[src/bnn_settings.svh]
`ifndef BNN_SETTINGS_SVH
`define BNN_SETTINGS_SVH

//////////////////////////////////////////////////
// Network sizes
//////////////////////////////////////////////////

`define BNN_FEAT_CNT   4 // Features per input vector.
`define BNN_FEAT_BITS  4 // Unsigned feature width.
`define BNN_HIDDEN_CNT 8 // First layer neurons.
`define BNN_CLASS_CNT  4 // Output classes.

//////////////////////////////////////////////////
// Constant weight tables
//////////////////////////////////////////////////

// A weight bit of 1 stands for +1, a 0 for -1.

// Hidden layer, one row of BNN_FEAT_CNT bits per neuron.
// Neuron j uses bits j*4 +: 4, with feature 0 in the low bit.
// Rows from neuron 7 down to neuron 0.
`define BNN_HIDDEN_WEIGHTS 32'h6A3C_95E1

// Output layer, one row of BNN_HIDDEN_CNT bits per class.
// Class k uses bits k*8 +: 8, with hidden bit 0 in the low bit.
// Class 0 and 1 are complements, as are class 2 and 3.
`define BNN_OUTPUT_WEIGHTS 32'hF00F_3CC3

`endif

[src/bnn_pkg.sv]
`include "bnn_settings.svh"
`default_nettype none

package bnn_pkg;

  //////////////////////////////////////////////////
  // Vector types
  //////////////////////////////////////////////////

  typedef logic [`BNN_FEAT_BITS-1:0] feature_t;

  // Feature 0 in the lowest slice.
  typedef logic [`BNN_FEAT_CNT*`BNN_FEAT_BITS-1:0] feature_vec_t;

  // Neuron 0 at bit 0.
  typedef logic [`BNN_HIDDEN_CNT-1:0] hidden_vec_t;

  // Shift sequencer state, enough for the idle state plus one per neuron.
  typedef logic [$clog2(`BNN_HIDDEN_CNT + 1)-1:0] seq_state_t;

  typedef logic [$clog2(`BNN_HIDDEN_CNT + 1)-1:0] score_t; // 0 to HIDDEN_CNT.

  typedef logic [$clog2(`BNN_CLASS_CNT)-1:0] class_idx_t;

  // Class 0 in the lowest slice.
  typedef logic [`BNN_CLASS_CNT*$bits(score_t)-1:0] score_vec_t;

  //////////////////////////////////////////////////
  // Control and result
  //////////////////////////////////////////////////

  typedef enum logic {
    st_idle,
    st_run
  } layer_state_t;

  typedef struct packed {
    class_idx_t class_idx;
    score_t     best_score;
  } bnn_result_t;

endpackage

`default_nettype wire

[src/bnn_hidden_layer.sv]
`include "bnn_settings.svh"
`default_nettype none

module bnn_hidden_layer (
  input  wire                          clk,
  input  wire                          rst,
  input  wire logic                    start,
  input  wire bnn_pkg::feature_vec_t   features,
  output logic                         busy,
  output bnn_pkg::hidden_vec_t         hidden,
  output logic                         hidden_valid
);
  import bnn_pkg::*;

  localparam int FEAT_CNT   = `BNN_FEAT_CNT;
  localparam int FEAT_BITS  = `BNN_FEAT_BITS;
  localparam int HIDDEN_CNT = `BNN_HIDDEN_CNT;
  localparam int SEQ_BITS   = $bits(seq_state_t);
  localparam int SEQ_STATES = 2 ** SEQ_BITS;
  localparam int NEG_BITS   = $clog2(FEAT_CNT + 1);
  localparam int SUM_BITS   = FEAT_BITS + $clog2(FEAT_CNT) + 2;

  localparam logic [HIDDEN_CNT*FEAT_CNT-1:0] HIDDEN_W = `BNN_HIDDEN_WEIGHTS;

  //////////////////////////////////////////////////
  // Sequencer and weight tables
  //////////////////////////////////////////////////

  function automatic seq_state_t seq_step(input seq_state_t s);
    return {s[SEQ_BITS-2:0], s[SEQ_BITS-1] ~^ s[SEQ_BITS-2]}; // XNOR feedback.
  endfunction

  function automatic seq_state_t seq_after(input int n);
    seq_state_t s;
    s = '0;
    for (int i = 0; i < n; i++) begin
      s = seq_step(s);
    end
    return s;
  endfunction

  // Row j goes to the state the sequencer holds while evaluating neuron j.
  function automatic logic [SEQ_STATES*FEAT_CNT-1:0] build_rows();
    logic [SEQ_STATES*FEAT_CNT-1:0] t;
    t = '0;
    for (int j = 0; j < HIDDEN_CNT; j++) begin
      t[seq_after(j)*FEAT_CNT +: FEAT_CNT] = HIDDEN_W[j*FEAT_CNT +: FEAT_CNT];
    end
    return t;
  endfunction

  localparam logic [SEQ_STATES*FEAT_CNT-1:0] ROW_TABLE = build_rows();

  function automatic logic [SEQ_STATES*NEG_BITS-1:0] build_negs();
    logic [SEQ_STATES*NEG_BITS-1:0] t;
    logic [NEG_BITS-1:0]            n;
    t = '0;
    for (int s = 0; s < SEQ_STATES; s++) begin
      n = '0;
      for (int i = 0; i < FEAT_CNT; i++) begin
        n = n + NEG_BITS'(!ROW_TABLE[s*FEAT_CNT + i]);
      end
      t[s*NEG_BITS +: NEG_BITS] = n;
    end
    return t;
  endfunction

  localparam logic [SEQ_STATES*NEG_BITS-1:0] NEG_TABLE = build_negs();

  localparam seq_state_t SEQ_LAST = seq_after(HIDDEN_CNT); // Terminal state.

  layer_state_t               state;
  seq_state_t                 seq;
  seq_state_t                 seq_next;
  feature_vec_t               feat_q;
  hidden_vec_t                hid_shift;
  logic [FEAT_CNT-1:0]        row;
  logic [NEG_BITS-1:0]        neg_cnt;
  logic signed [SUM_BITS-1:0] sum;
  logic                       neuron_bit;
  logic                       last_step;
  logic                       accept;

  assign row       = ROW_TABLE[seq*FEAT_CNT +: FEAT_CNT];
  assign neg_cnt   = NEG_TABLE[seq*NEG_BITS +: NEG_BITS];
  assign seq_next  = seq_step(seq);
  assign last_step = (seq_next == SEQ_LAST);
  assign busy      = (state == st_run);
  assign accept    = start && (state == st_idle);

  //////////////////////////////////////////////////
  // Neuron sum
  //////////////////////////////////////////////////

  always_comb begin
    feature_t                   f;
    logic signed [SUM_BITS-1:0] term;
    sum = SUM_BITS'(neg_cnt); // Corrects the ones-complement terms.
    for (int i = 0; i < FEAT_CNT; i++) begin
      f    = feat_q[i*FEAT_BITS +: FEAT_BITS];
      term = row[i] ? SUM_BITS'(f) : ~SUM_BITS'(f);
      sum  = sum + term;
    end
  end

  assign neuron_bit = (sum >= 0);

  always_ff @(posedge clk or posedge rst) begin
    if (rst) begin
      state        <= st_idle;
      seq          <= '0;
      hidden       <= '0;
      hidden_valid <= 1'b0;
    end else begin
      hidden_valid <= 1'b0;
      case (state)
        st_idle: begin
          if (start) begin
            state <= st_run;
            seq   <= '0;
          end
        end
        st_run: begin
          seq <= seq_next;
          if (last_step) begin
            state        <= st_idle;
            hidden       <= {neuron_bit, hid_shift[HIDDEN_CNT-1:1]};
            hidden_valid <= 1'b1;
          end
        end
        default: state <= st_idle;
      endcase
    end
  end

  always_ff @(posedge clk) begin
    if (accept) begin
      feat_q <= features;
    end
    if (busy) begin
      hid_shift <= {neuron_bit, hid_shift[HIDDEN_CNT-1:1]}; // Enters at the top.
    end
  end

endmodule

`default_nettype wire

[src/bnn_output_layer.sv]
`include "bnn_settings.svh"
`default_nettype none

module bnn_output_layer (
  input  wire                        clk,
  input  wire                        rst,
  input  wire bnn_pkg::hidden_vec_t  hidden,
  input  wire logic                  hidden_valid,
  output bnn_pkg::score_vec_t        scores,
  output logic                       scores_valid
);
  import bnn_pkg::*;

  localparam int HIDDEN_CNT = `BNN_HIDDEN_CNT;
  localparam int CLASS_CNT  = `BNN_CLASS_CNT;
  localparam int SCORE_BITS = $bits(score_t);

  localparam logic [CLASS_CNT*HIDDEN_CNT-1:0] OUTPUT_W = `BNN_OUTPUT_WEIGHTS;

  //////////////////////////////////////////////////
  // XNOR popcount per class
  //////////////////////////////////////////////////

  score_vec_t score_d;

  always_comb begin
    score_t cnt;
    score_d = '0;
    for (int k = 0; k < CLASS_CNT; k++) begin
      cnt = '0;
      for (int h = 0; h < HIDDEN_CNT; h++) begin
        // Agreement between hidden bit and weight bit.
        cnt = cnt + SCORE_BITS'(hidden[h] ~^ OUTPUT_W[k*HIDDEN_CNT + h]);
      end
      score_d[k*SCORE_BITS +: SCORE_BITS] = cnt;
    end
  end

  //////////////////////////////////////////////////
  // Score register
  //////////////////////////////////////////////////

  always_ff @(posedge clk or posedge rst) begin
    if (rst) begin
      scores       <= '0;
      scores_valid <= 1'b0;
    end else begin
      scores_valid <= hidden_valid; // One cycle behind the hidden vector.
      if (hidden_valid) begin
        scores <= score_d;
      end
    end
  end

endmodule

`default_nettype wire

[src/bnn_argmax.sv]
`include "bnn_settings.svh"
`default_nettype none

module bnn_argmax (
  input  wire                       clk,
  input  wire                       rst,
  input  wire bnn_pkg::score_vec_t  scores,
  input  wire logic                 scores_valid,
  output bnn_pkg::bnn_result_t      result,
  output logic                      result_valid
);
  import bnn_pkg::*;

  localparam int CLASS_CNT  = `BNN_CLASS_CNT;
  localparam int SCORE_BITS = $bits(score_t);

  bnn_result_t best;

  // Strictly greater wins, so ties stay with the lower class.
  always_comb begin
    score_t s;
    best.class_idx  = '0;
    best.best_score = scores[SCORE_BITS-1:0];
    for (int k = 1; k < CLASS_CNT; k++) begin
      s = scores[k*SCORE_BITS +: SCORE_BITS];
      if (s > best.best_score) begin
        best.class_idx  = class_idx_t'(k);
        best.best_score = s;
      end
    end
  end

  always_ff @(posedge clk or posedge rst) begin
    if (rst) begin
      result       <= '0;
      result_valid <= 1'b0;
    end else begin
      result_valid <= scores_valid;
      if (scores_valid) begin
        result <= best; // Held until the next item.
      end
    end
  end

endmodule

`default_nettype wire

[src/bnn_classifier.sv]
`default_nettype none

module bnn_classifier (
  input  wire                         clk,
  input  wire                         rst,
  input  wire logic                   start,
  input  wire bnn_pkg::feature_vec_t  features,
  output wire logic                   busy,
  output wire bnn_pkg::hidden_vec_t   hidden,
  output wire logic                   hidden_valid,
  output wire bnn_pkg::bnn_result_t   result,
  output wire logic                   result_valid
);
  import bnn_pkg::*;

  //////////////////////////////////////////////////
  // Pipeline stages
  //////////////////////////////////////////////////

  score_vec_t scores;
  logic       scores_valid;

  // Sequential first layer, one neuron per clock.
  bnn_hidden_layer u_hidden (
    .clk          (clk),
    .rst          (rst),
    .start        (start),
    .features     (features),
    .busy         (busy),
    .hidden       (hidden),
    .hidden_valid (hidden_valid)
  );

  bnn_output_layer u_output (
    .clk          (clk),
    .rst          (rst),
    .hidden       (hidden),
    .hidden_valid (hidden_valid),
    .scores       (scores),
    .scores_valid (scores_valid)
  );

  bnn_argmax u_argmax (
    .clk          (clk),
    .rst          (rst),
    .scores       (scores),
    .scores_valid (scores_valid),
    .result       (result),
    .result_valid (result_valid)
  );

endmodule

`default_nettype wire

[config.mk]
export PLATFORM = sky130hd
export DESIGN_NAME = bnn_classifier
export DESIGN_NICKNAME = d
export VERILOG_FILES = /design/src/bnn_pkg.sv /design/src/bnn_hidden_layer.sv /design/src/bnn_output_layer.sv /design/src/bnn_argmax.sv /design/src/bnn_classifier.sv
export VERILOG_INCLUDE_DIRS = /design/src
export SDC_FILE = /design/constraint.sdc
export NUM_CORES = 1
export LEC_CHECK = 0
export BUFFER_PORTS_ARGS = -buffer_cell sky130_fd_sc_hd__buf_2
export CAP_MARGIN = 20
export CORE_MARGIN = 4
export CORE_UTILIZATION = 35
export CTS_CLUSTER_DIAMETER = 120
export CTS_CLUSTER_SIZE = 28
export DETAILED_ROUTE_END_ITERATION = 7
export PLACE_DENSITY = 0.62
export SETUP_SLACK_MARGIN = 0.05
export SYNTH_ARGS = -nofsm -noshare
export SYNTH_HDL_FRONTEND = slang
export SYNTH_SLANG_ARGS = --single-unit
[constraint.sdc]
create_clock -name clk -period 5.1 [get_ports clk]
set_input_delay 1.02 -clock clk [delete_from_list [all_inputs] [get_ports clk]]
set_output_delay 1.02 -clock clk [all_outputs]
set_load 0.02 [all_outputs]
==> results list, run 1 <==
- Timing would allow up to 212.9 MHz.
- Post CTS Setup Buffer Count: 0
- Pins over their slew limit: 0
- Pin count of the biggest net entering global routing: 39
- Post-Syn Instances: 362
- Worst relative slew slack: 39.69%
- In the routed layout, each cell is associated on average with a via count of 4.802.
- In this run the critical register-to-register path is captured at u_hidden.hid_shift[7].
* Total global routing track utilization: 11.83%
* Clock tree from TritonCTS: yes
- The worst hold path was traced through 0 stages.
* Critical path data arrival time: 4.77 ns
- Remaining global-route overflow: 0
* Total Die Area: 0.01323 mm2
* Buffer depth of the longest clock path: 2
* Number of cells on the worst reg-to-reg path: 17
- DRT Pass-1 Iters: 4
- Register-to-register path setup slack: 0.40 ns
- In this run the worst hold path is classified as flip-flop to flip-flop.
- Measured along the x axis, the die boundary spans 115.0 um.
* Initial core utilization: 36.34%
- At the pin with the least slew margin, the transition time is 0.9047 ns.
- Sequential element share of the synthesized area: 40.95%
- The number of antenna diodes in the final layout is 0.
* Hold-critical path endpoint: u_hidden.hid_shift[1]
* Number of rows created at floorplan: 38
- Number of synthesis warnings: 0
* Number of nets in the finished design: 485
- Number of antenna violations at the first check in global routing: 0
* Final WL: 7167 um
- Final setup skew: 0.009421 ns
- In this run the standard cell core region covers 0.01103 mm2.
- Register bit count reported by yosys: 61
- Reg2Reg Launch Point: u_hidden.seq[0]
- The count of final hold-check violations was 0.
- Max-cap violations in this run came to 0.
- In this run the worst path has a maximum fanout of 6.
- Setup repair after global routing left no endpoint under its margin.
- Drt initial violations: 89
* Relative area change from synthesis to final layout: 15.61%
* Setup violations, final: 0
- Total via count in the routed design: 2,617
- Tightest hold margin: 0.4473 ns
* Share of post-route cells with drive strength above 1: 15.31%
* Setup total negative slack: 0 ns
- In this run, placement finished with an instance count of 529.
- DRC violations left: 0
- The H-tree was split into 3 levels.
- The run finished with clean final reports.
- Count of hold-fix buffers inserted at cts: 0
- Count of input and output buffers: 35
* Height of the chip: 115.0 um
- Worst Setup End Kind: flip-flop
- The setup path with the least slack is of type flip-flop to flip-flop.
- After routing the design area is 0.004634 mm2.
- Counting the buffers created by CTS gives 9.
* Worst Path Required: 5.17 ns
* Clock-pin slew on the worst setup and hold paths: 0.06 ns
- The later pin in the worst-skew pair is clocked with a latency of 0.32 ns.
* Startpoint types: flip-flop
- Wirelength per Cell: 13.15 um
* Global-route wire length before repair: 12,500 um
- Average size of a mapped cell: 11.07 um2
* TritonCTS Sinks: 61
- When the netlist entered floorplanning its net count stood at 447.
- Part of the cycle the worst path needs: 92.10%
- Cts repair resizes: 0
- Count of different cell masters after synthesis: 38
- The number of global-route vias before repair came to 2,737.
* Tmin final: 4.697 ns
* Placer's final routability congestion estimate: 0.8252
* Post-placement cell area: 0.004334 mm2
- Buffer cell driving the clock tree root: sky130_fd_sc_hd__clkbuf_16
- DP Wirelength: 5562 um
- Non-filler cells in the finished layout: 545
- The worst hold path begins at u_hidden.hid_shift[2].
- 36 I/O pins were placed.
- Remaining antenna violation count: 0
- Summing every instance area after synthesis gives 0.004009 mm2.
worst max-delay path by stage:
| stage | startpoint | endpoint | slack, ns | cells past startpoint |
|---|---|---|---|---|
| floorplan | u_hidden.seq[0] | u_hidden.hid_shift[7] | 0.83 | 17 |
| global placement | u_hidden.seq[0] | u_hidden.hid_shift[7] | 0.58 | 17 |
| detailed placement | u_hidden.seq[0] | u_hidden.hid_shift[7] | 0.43 | 17 |
| CTS | u_hidden.seq[0] | u_hidden.hid_shift[7] | 0.41 | 17 |
| global route | u_hidden.seq[0] | u_hidden.hid_shift[7] | 0.08 | 17 |
| finish | u_hidden.seq[0] | u_hidden.hid_shift[7] | 0.40 | 17 |
per-layer routing:
metal	vias up	share of wire (%)	routed length (um)	track usage [%]
met5	-	0	0	0
met4	0	0.96	69	2.817
met3	6	3.0	214	3.316
met2	28	50	3590	20.22
met1	1277	46	3292	14.89
li1	1306	-	-	-
sequential cells by signal, summed over array words and instances, names as in the netlist:
name                   flops
u_hidden.feat_q           16
u_output.scores           16
u_hidden.hidden            8
u_hidden.hid_shift         7
u_argmax.result            6
u_hidden.seq               4
u_argmax.result_valid      1
u_hidden.busy              1
u_hidden.hidden_valid      1
u_output.scores_valid      1
area by class of cell:
type,count,area [um2]
timing repair buffer,38,197.7
clock inverter,7,75.07
clock buffer,9,225.2
inverter,51,191.4
tap,140,175.2
fill,1075,6396
multi-input combinational,239,2128
sequential,61,1642
cells in the mapped netlist:
cell	n	area share [%]
sky130_fd_sc_hd__nor3_1	2	0.25
sky130_fd_sc_hd__a21bo_2	1	0.25
sky130_fd_sc_hd__nand4_1	3	0.47
sky130_fd_sc_hd__a211oi_1	4	0.75
sky130_fd_sc_hd__nand2b_1	4	0.62
sky130_fd_sc_hd__buf_2	5	0.62
sky130_fd_sc_hd__nor2_1	8	0.75
sky130_fd_sc_hd__edfxtp_1	23	17
sky130_fd_sc_hd__inv_1	51	4.8
sky130_fd_sc_hd__xor2_1	4	0.87
sky130_fd_sc_hd__or3_1	1	0.16
sky130_fd_sc_hd__a21o_1	4	0.75
sky130_fd_sc_hd__nor2b_1	11	1.7
sky130_fd_sc_hd__o22ai_1	4	0.62
sky130_fd_sc_hd__xnor2_1	18	3.9
sky130_fd_sc_hd__mux2_2	3	0.84
sky130_fd_sc_hd__nand2_1	26	2.4
sky130_fd_sc_hd__o21a_1	3	0.56
sky130_fd_sc_hd__mux2i_1	3	0.75
sky130_fd_sc_hd__o221ai_1	4	0.87
sky130_fd_sc_hd__nand2_2	1	0.16
sky130_fd_sc_hd__buf_1	1	0.094
sky130_fd_sc_hd__o21ai_1	3	0.37
sky130_fd_sc_hd__clkbuf_1	5	0.47
sky130_fd_sc_hd__dfrtp_1	38	24
sky130_fd_sc_hd__a31oi_1	5	0.78
sky130_fd_sc_hd__a21oi_1	21	2.6
sky130_fd_sc_hd__o211a_1	2	0.50
sky130_fd_sc_hd__o21ai_2	1	0.22
sky130_fd_sc_hd__o31ai_1	2	0.37
sky130_fd_sc_hd__a21oi_2	1	0.22
sky130_fd_sc_hd__nand3_1	1	0.12
sky130_fd_sc_hd__ha_1	37	12
sky130_fd_sc_hd__fa_1	29	14
sky130_fd_sc_hd__o211ai_1	6	1.1
sky130_fd_sc_hd__nor4b_4	1	0.59
sky130_fd_sc_hd__o21bai_1	2	0.37
sky130_fd_sc_hd__o21ai_0	24	3.0
placed cells by master (no fill, tap or decap), types with 2 or more instances in the layout:
cell type / count
sky130_fd_sc_hd__a211oi_1: 4
sky130_fd_sc_hd__a21o_1: 4
sky130_fd_sc_hd__a21oi_1: 21
sky130_fd_sc_hd__a31oi_1: 5
sky130_fd_sc_hd__buf_2: 35
sky130_fd_sc_hd__buf_4: 3
sky130_fd_sc_hd__clkbuf_16: 9
sky130_fd_sc_hd__clkinv_2: 2
sky130_fd_sc_hd__clkinv_4: 3
sky130_fd_sc_hd__dfrtp_1: 38
sky130_fd_sc_hd__edfxtp_1: 23
sky130_fd_sc_hd__fa_1: 29
sky130_fd_sc_hd__ha_1: 37
sky130_fd_sc_hd__inv_1: 51
sky130_fd_sc_hd__mux2_2: 3
sky130_fd_sc_hd__mux2i_1: 3
sky130_fd_sc_hd__nand2_1: 26
sky130_fd_sc_hd__nand2b_1: 4
sky130_fd_sc_hd__nand4_1: 3
sky130_fd_sc_hd__nor2_1: 8
sky130_fd_sc_hd__nor2b_1: 11
sky130_fd_sc_hd__nor3_1: 2
sky130_fd_sc_hd__o211a_1: 2
sky130_fd_sc_hd__o211ai_1: 6
sky130_fd_sc_hd__o21a_1: 3
sky130_fd_sc_hd__o21ai_0: 24
sky130_fd_sc_hd__o21ai_1: 3
sky130_fd_sc_hd__o21bai_1: 2
sky130_fd_sc_hd__o221ai_1: 4
sky130_fd_sc_hd__o22ai_1: 4
sky130_fd_sc_hd__o31ai_1: 2
sky130_fd_sc_hd__xnor2_1: 18
sky130_fd_sc_hd__xor2_1: 4
critical path: stages, from the launching register on:
cell and delay, ns:
sky130_fd_sc_hd__dfrtp_1 0.46, sky130_fd_sc_hd__inv_1 0.14, sky130_fd_sc_hd__ha_1 0.21, sky130_fd_sc_hd__nand2b_1 0.13, sky130_fd_sc_hd__o21ai_0 0.10, sky130_fd_sc_hd__o21ai_1 0.49, sky130_fd_sc_hd__xnor2_1 0.20, sky130_fd_sc_hd__fa_1 0.47
sky130_fd_sc_hd__fa_1 0.52, sky130_fd_sc_hd__fa_1 0.56, sky130_fd_sc_hd__ha_1 0.15, sky130_fd_sc_hd__inv_1 0.05, sky130_fd_sc_hd__fa_1 0.35, sky130_fd_sc_hd__nor2b_1 0.11, sky130_fd_sc_hd__o21ai_0 0.08, sky130_fd_sc_hd__a21oi_1 0.22
sky130_fd_sc_hd__nor2_1 0.09, sky130_fd_sc_hd__xnor2_1 0.12
logic make-up (layout without fill, tap and decap cells):
| kind of cell | after synthesis | count (layout) | share of synthesized area (%) |
|---|---|---|---|
| xor gates and xnor gates | 22 | 22 | 4.806 |
| muxes | 6 | 6 | 1.592 |
| AOI/OAI and AO/OA | 87 | 87 | 13.39 |
| DFF | 61 | 61 | 40.95 |
| adders and majority gates | 66 | 66 | 26.03 |
| buffers and inverters | 62 | 105 | 5.961 |
| and+or+nand+nor | 58 | 58 | 7.272 |
metrics by stage:
| step | utilization, % | setup WS [ns] |
|---|---|---|
| detailed placement | 39.29 | 0.4316 |
| finish | 42.01 | 0.4030 |
| CTS | 42.01 | 0.4061 |
| global placement | 39.29 | 0.5802 |
| global route | 42.01 | 0.08451 |
| floorplan | - | 0.8281 |
Power of run 1 is not shown: default switching activity piles up to over one toggle a cycle in this logic, so the estimate is an artifact.
==> run 2, diff against run 1 <==
Settings changed: RECOVER_POWER set to 50, SYNTH_HIERARCHICAL set to 1.
==> run 2 against run 1 <==
Die area increased by 3.5%; non-clock buffer count is 2 lower; global-route usage is 0.12 points higher; setup slack gained 0.21 ns; hold slack got worse by 0.0034 ns.
==> results list, run 2 <==
* Remaining antenna violation count: 0 (unchanged)
- I/O pin cnt: 36 (unchanged)
- TritonCTS built the clock tree.
* Most frequent cell after synthesis: sky130_fd_sc_hd__inv_1
- The number of buffers inserted by hold repair at cts came to 0 (unchanged).
* Most common cell on crit path: sky130_fd_sc_hd__fa_1
- Vias per inst: 4.731 (-1.5%)
- Commonest non-fill, non-tap cell in the layout: sky130_fd_sc_hd__inv_1
- The clock-pin slew reported for the worst setup and hold paths after clock tree synthesis is 0.05 ns (about the same).
* Multi-input gate area: 0.002202 mm2 (+3.5%)
* Dominant combinational cell family by area after synthesis: adder cells
- Class of the tightest hold or removal check: flip-flop to flip-flop
* Critical path data arrival time: 4.70 ns (-0.07 ns)
- Pin count of the biggest net entering global routing: 26 (-33%)
- The library cells used most frequently in the layout, excluding fill and tap cells, are sky130_fd_sc_hd__inv_1, sky130_fd_sc_hd__dfrtp_1, sky130_fd_sc_hd__ha_1.
- The post-route fraction of the period consumed by the critical path was 88.04% (-4.1 points).
- sky130_fd_sc_hd__dfrtp_1 takes more of the synthesized area than any other cell.
- Grouping stages by cell kind, the critical path spends the most delay in adder cells.
- Share of synthesized area spent on multiplexers: 5.477% (+3.9 points)
- Synthesized net count: 432 (-3.4%)
- The count of final hold-check violations was 0 (unchanged).
- Number of global-route vias before repair: 2,679 (-2.1%)
- The number of fill cells came to 1,089 (+1.3%).
- The adder and majority cell fraction of the synthesized area is 25.10% (-0.93 points).
- The detailed-route wire length per cell is 13.75 um (+4.5%).
* Cell count after placement: 516 (-2.5%)
- The number of antenna cells inserted is 0 (unchanged).
- Share of post-route cells with drive strength above 1: 20.31% (+5.0 points)
* Most numerous cell types in the synthesized netlist: sky130_fd_sc_hd__inv_1, sky130_fd_sc_hd__dfrtp_1, sky130_fd_sc_hd__ha_1, sky130_fd_sc_hd__fa_1, sky130_fd_sc_hd__edfxtp_1
- The largest fanout of any net on the critical path came to 8 (+2).
- RSZ-0062 raised after global routing: false
- The die boundary width is 117.0 um (+1.7%).
* CP Class: flip-flop to flip-flop
- Final design instance area without fill: 0.004760 mm2 (+2.7%)
- Initial core utilization: 36.10% (-0.24 points)
- Number of max-cap violations: 0 (unchanged)
* Result of the run: finished, final reports clean
* Cts repair resizes: 0 (unchanged)
* Post-placement cell area: 0.004431 mm2 (+2.2%)
- The final number of max-transition violations is 0 (unchanged).
- The largest stage delay on the critical path was 0.55 ns (about the same).
- The count of flip-flops with a built-in enable after synthesis is 23 (unchanged).
- In the post-synthesis netlist, the biggest area contributors are sky130_fd_sc_hd__dfrtp_1, sky130_fd_sc_hd__edfxtp_1, sky130_fd_sc_hd__fa_1.
- The synthesized-area fraction occupied by and/or/nand/nor cells came to 5.266% (-2.0 points).
* Worst relative slew slack: 40.37% (+0.68 points)
* DP Wirelength: 5675 um (+2.0%)
- Average size of a mapped cell: 11.98 um2 (+8.2%)
- Final WL: 7314 um (+2.1%)
- Sequential element share of the synthesized area: 39.48% (-1.5 points)
- Prevailing post-synth register cell: sky130_fd_sc_hd__dfrtp_1
- Count of input and output buffers: 35 (unchanged)
- Buffer cell driving the clock tree root: sky130_fd_sc_hd__clkbuf_16
* Total Die Area: 0.01369 mm2 (+3.5%)
- The first-pass GRT wire length is 12,600 um (+0.83%).
- The area share of the leading cell type in the synthesized netlist was 22.87% (-0.85 points).
- The number of vias after detailed routing is 2,517 (-3.8%).
- Async S/R FF share, synth: 62.30% (unchanged)
- Number of H-tree branching levels: 3 (unchanged)
- STA classifies the critical path endpoint as a flip-flop.
- The count of unique library cells instantiated by Yosys was 42 (+11%).
- The y dimension of the die was 117.0 um (+1.7%).
- On the critical path, the stage with the largest delay is an instance of sky130_fd_sc_hd__fa_1.
* Sum of buffers and inverters on the critical path: 2 (unchanged)
- The total setup buffers inserted after CTS is 0 (unchanged).
- Relative area change from synthesis to final layout: 14.47%
- Synthesized area: 0.004158 mm2 (+3.7%)
* Register bit count reported by yosys: 61 (unchanged)
- Worst Path Required: 5.31 ns (+0.14 ns)
- The number of design-rule violations left by the first detailed-router iteration came to 80 (-10%).
* Worst-path cell chain: inv_1 -> ha_1 -> nor2b_1 -> a211oi_2 -> a21oi_2 -> xnor2_1 -> fa_1 -> fa_1 -> fa_1 -> ha_1 -> inv_1 -> fa_1 -> nor2b_1 -> o2111ai_1 -> and4_1 -> a211o_1
- The number of antenna violations at the first check in global routing is 0 (unchanged).
- The area of all sequential standard cells was 0.001642 mm2 (unchanged).
* Maximum clock frequency: 222.7 MHz (+4.6%)
- The actual slew at the worst max-slew pin was 0.8945 ns (-0.01021 ns).
- The gate count of the mapped netlist was 347 (-4.1%).
- The shortest clock period the worst path allows after layout is 4.490 ns (-0.2070 ns).
- Cts bufs inserted: 9 (unchanged)
* XOR/XNOR share of the synthesized area: 4.634% (-0.17 points)
* Buffer depth of the longest clock path: 2 (unchanged)
- The total of warnings raised by yosys is 6 (+6).
- The total number of clock tree sinks is 61 (unchanged).
- Total global routing track utilization: 11.95% (+0.12 points)
- Placer's final routability congestion estimate: 0.7737 (-6.2%)
- The clock network latency to the later pin of the worst-skew pair is 0.33 ns (about the same).
* DRC violations left: 0 (unchanged)
- Number of rows created at floorplan: 39 (+2.6%)
- The number of detailed-routing iterations run before antenna repair was 4 (unchanged).
* Remaining global-route overflow: 0 (unchanged)
- Largest registers: u_hidden/feat_q x16, u_output/scores x16, u_hidden/hidden x8
- The complex-gate fraction of the synthesized area was 12.49% (-0.90 points).
- The worst hold margin was 0.4439 ns (-0.003425 ns).
* Floorplan core area: 0.01152 mm2 (+4.4%)
* Final setup skew: 0.007976 ns (-0.001445 ns)
* Setup violations, final: 0 (unchanged)
- Startpoint types: flip-flop
* Setup total negative slack: 0 ns (unchanged)
- The net total in the final layout is 469 (-3.3%).
- Non-filler cells in the finished layout: 532 (-2.4%)
run 2: metal layers:
metal | wire length, um | global-route usage, % | vias up
met5 | 0 | 0 | -
met3 | 268 | 3.907 | 15
met2 | 3548 | 19.49 | 38
met4 | 178 | 4.817 | 0
li1 | - | - | 1257
met1 | 3319 | 14.65 | 1207
run 2: path summary, 6_finish.rpt:
path	startpoint	end	slack, ns	cells past startpoint
max reg2reg	u_hidden/seq[1]	u_hidden/hidden[7]	0.61	16
max in group asynchronous	rst	u_output/scores[5]	3.89	2
min reg2reg	u_hidden/hid_shift[2]	u_hidden/hid_shift[1]	0.44	0
min in group asynchronous	rst	u_argmax/result[2]	0.66	2
max	u_hidden/seq[1]	u_hidden/hidden[7]	0.61	16
min	u_hidden/hid_shift[2]	u_hidden/hid_shift[1]	0.44	0
run 2: cell families after synthesis:
family          after synthesis
simple gates                 40
fa+ha+maj                    66
flops                        61
mux                          20
xor+xnor                     22
compound gates               68
buf+inv                      70
run 2: final cells by class:
type | count | area share (%)
clock buffer | 10 | 4.811
clock inverter | 6 | 2.129
inverter | 60 | 4.732
multi-input combinational | 216 | 46.27
sequential | 61 | 34.49
tap | 143 | 3.759
timing repair buffer | 36 | 3.812
run 2: per-stage QoR:
stage	utilization [%]	worst slack (ns)
2_1_floorplan	-	0.9146
3_3_place_gp	38.47	0.7122
3_5_place_dp	38.47	0.6342
4_1_cts	41.34	0.5948
5_1_grt	41.33	0.3422
6_report	41.33	0.6100
Power of run 2 is left out for the same reason.
==> run 3, diff against run 2 <==
Settings changed: SYNTH_HIERARCHICAL 1 to unset.
==> run 3 against run 2 <==
The run now ends with max-capacitance violations, max-slew violations left; register-to-register slack worse by 0.21 ns; critical path depth up 1; critical endpoint is now u_hidden.hid_shift[7]; global-route usage down 0.12 points; hold slack gained 0.0035 ns; critical path type unchanged; sequential share of layout area rose by 0.96 points; first-iteration DRC count is 19% higher; maximum frequency fell by 4.5%; clock skew rose by 0.0010 ns; setup slack worse by 0.21 ns.
==> results list, run 3 (synthesis results as in run 1) <==
- Result of the run: finished with violations
* Violated checks: max-capacitance violations, max-slew violations
* Source of the critical timing path: u_hidden.seq[0]
- The largest buffer count on any clock path was 2 (unchanged).
* CP max FO: 6 (-2)
- Pin count of the biggest net entering global routing: 39 (+50%)
- Share of post-route cells with drive strength above 1: 15.06% (-5.2 points)
* Relative area change from synthesis to final layout: 15.51%
- Number of global-route vias before repair: 2,737 (+2.2%)
- Pins over their slew limit: 39 (+39)
- The first-pass GRT wire length is 12,500 um (-0.83%).
- The worst register-to-register path begins at u_hidden.seq[0].
* Final WL: 7180 um (-1.8%)
- CP Class: flip-flop to flip-flop
- Maximum clock frequency: 212.7 MHz (-4.5%)
* TritonCTS Sinks: 61 (unchanged)
- Critical path depth: 17 (+1)
- In the final layout, the registers with the most flip-flops are u_hidden.feat_q x16, u_output.scores x16, u_hidden.hidden x8.
- The die area was 0.01323 mm2 (-3.3%).
* Setup violations, final: 0 (unchanged)
* Post CTS Setup Buffer Count: 0 (unchanged)
- The depth of the worst register-to-register path came to 17 (+1).
* Worst skew pair latency: 0.32 ns (about the same)
* Count of hold-fix buffers inserted at cts: 0 (unchanged)
- Endpoint of the worst setup timing path: u_hidden.hid_shift[7]
- Setup repair after global routing left no endpoint under its margin.
- Count of input and output buffers: 35 (unchanged)
- STA classifies the critical path startpoint as a flip-flop.
- Height of the chip: 115.0 um (-1.7%)
* Final-layout fill cell count: 1,075 (-1.3%)
- The path class of the tightest hold or removal check is flip-flop to flip-flop.
* Number of H-tree branching levels: 3 (unchanged)
* Remaining global-route overflow: 0 (unchanged)
- The clock-pin slew reported for the worst setup and hold paths after clock tree synthesis is 0.06 ns (about the same).
- The count of final hold-check violations came to 0 (unchanged).
- The top cell types in the final layout, fill and taps aside, are sky130_fd_sc_hd__inv_1, sky130_fd_sc_hd__dfrtp_1, sky130_fd_sc_hd__ha_1.
- The slack of the worst reg-to-reg path came to 0.40 ns (-0.21 ns).
- The arrival time of data at the critical path endpoint came to 4.77 ns (+0.07 ns).
- Worst Setup End Kind: flip-flop
- Number of rows created at floorplan: 38 (-2.6%)
- The number of vias per cell is 4.815 (+1.8%).
- Among all stages on the critical path, the largest delay is contributed by sky130_fd_sc_hd__fa_1.
- The endpoint identified for the worst register-to-register timing path is u_hidden.hid_shift[7].
- The net total in the final layout came to 485 (+3.4%).
* Remaining antenna violation count: 0 (unchanged)
- Leaving out fill and tap cells, the most frequent cell in the layout is sky130_fd_sc_hd__inv_1.
- The number of instances resized during post-cts repair came to 0 (unchanged).
- The post-route fraction of the period consumed by the critical path was 92.19% (+4.1 points).
- Number of max-cap violations: 1 (+1)
* Wirelength per Cell: 13.17 um (-4.2%)
* Placer's final routability congestion estimate: 0.8252 (+6.7%)
- The worst slew slack as a fraction of its limit was -36.87% (-77 points).
* I/O pin cnt: 36 (unchanged)
- Worst-path cell chain: inv_1 -> ha_1 -> nand2b_1 -> o21ai_0 -> o21ai_1 -> xnor2_1 -> fa_1 -> fa_1 -> fa_1 -> ha_1 -> inv_1 -> fa_1 -> nor2b_1 -> o21ai_0 -> a21oi_1 -> nor2_1 -> xnor2_1
* DRT Pass-1 Iters: 4 (unchanged)
* Tmin final: 4.702 ns (+0.2115 ns)
- Highest cell delay on the worst timing path: 0.56 ns (about the same)
- Total via count in the routed design: 2,624 (+4.3%)
* Cell family with the largest share of critical-path delay: adder cells
- The die boundary width was 115.0 um (-1.7%).
- TritonCTS built the clock tree.
* Buffer cell driving the clock tree root: sky130_fd_sc_hd__clkbuf_16
- The post-detailed-placement half-perimeter wirelength is 5562 um (-2.0%).
- The number of antenna violations at the first check in global routing came to 0 (unchanged).
* Drt initial violations: 95 (+19%)
* Number of inserted diodes: 0 (unchanged)
- Initial core utilization: 36.34% (+0.24 points)
- DRC violations left: 0 (unchanged)
- The clock tree skew after final layout is 0.009000 ns (+0.001024 ns).
* Setup total negative slack: 0 ns (unchanged)
* Measured slew at the worst slew-check pin: 2.053 ns (+1.159 ns)
- Sum of buffers and inverters on the critical path: 2 (unchanged)
- Most common cell on crit path: sky130_fd_sc_hd__fa_1
- Worst Path Required: 5.17 ns (-0.14 ns)
- The overall track demand over capacity in global routing was 11.83% (-0.12 points).
- Floorplan core area: 0.01103 mm2 (-4.2%)
- Cts bufs inserted: 9 (unchanged)
## run 3: layout make-up
class                   count  area [um2]  area share, %
clock buffers               9       225.2          4.864
clock inverters             7       75.07          1.621
multi-input cells         239        2128          45.96
well taps                 140       175.2          3.783
flip-flops and latches     61        1642          35.45
repair buffers             38       193.9          4.188
inverters                  51       191.4          4.134
## run 3: worst reg2reg max path, cell delays in order, from the launching register on
cell	delay [ns]
sky130_fd_sc_hd__dfrtp_1	0.46
sky130_fd_sc_hd__inv_1	0.14
sky130_fd_sc_hd__ha_1	0.21
sky130_fd_sc_hd__nand2b_1	0.14
sky130_fd_sc_hd__o21ai_0	0.10
sky130_fd_sc_hd__o21ai_1	0.49
sky130_fd_sc_hd__xnor2_1	0.20
sky130_fd_sc_hd__fa_1	0.47
sky130_fd_sc_hd__fa_1	0.52
sky130_fd_sc_hd__fa_1	0.57
sky130_fd_sc_hd__ha_1	0.15
sky130_fd_sc_hd__inv_1	0.05
sky130_fd_sc_hd__fa_1	0.35
sky130_fd_sc_hd__nor2b_1	0.11
sky130_fd_sc_hd__o21ai_0	0.08
sky130_fd_sc_hd__a21oi_1	0.22
sky130_fd_sc_hd__nor2_1	0.09
sky130_fd_sc_hd__xnor2_1	0.12
## run 3: worst min-delay path by stage
stage,startpoint,endpoint,slack (ns),depth (start not counted)
floorplan,u_hidden.hid_shift[1],u_hidden.hidden[0],0.43,2
global placement,u_hidden.hid_shift[2],u_hidden.hid_shift[1],0.44,0
detailed placement,u_hidden.hid_shift[2],u_hidden.hid_shift[1],0.44,0
CTS,u_hidden.hid_shift[2],u_hidden.hid_shift[1],0.45,0
global route,u_hidden.hid_shift[2],u_hidden.hid_shift[1],0.46,0
finish,u_hidden.hid_shift[2],u_hidden.hid_shift[1],0.45,0
## run 3: metal layers
layer	vias to the layer above	part of all wire, %	track usage (%)
li1	1310	-	-
met1	1276	46	14.89
met2	32	50	20.22
met3	6	3.1	3.316
met4	0	0.96	2.817
met5	-	0	0
## run 3: stage by stage
stage                     std cells  area, um2  setup WS (ns)  hold slack (ns)  utilization [%]
after detailed placement        529       4334         0.4316           0.4390            39.29
after floorplan                 362       4009         0.8281           0.4260                -
after global placement          529       4334         0.5802           0.4365            39.29
after CTS                       545       4634         0.4061           0.4510            42.01
final                           545       4631         0.3985           0.4474            41.98
after global routing            545       4631        0.08451           0.4641            41.98
Power of run 3 is left out for the same reason.
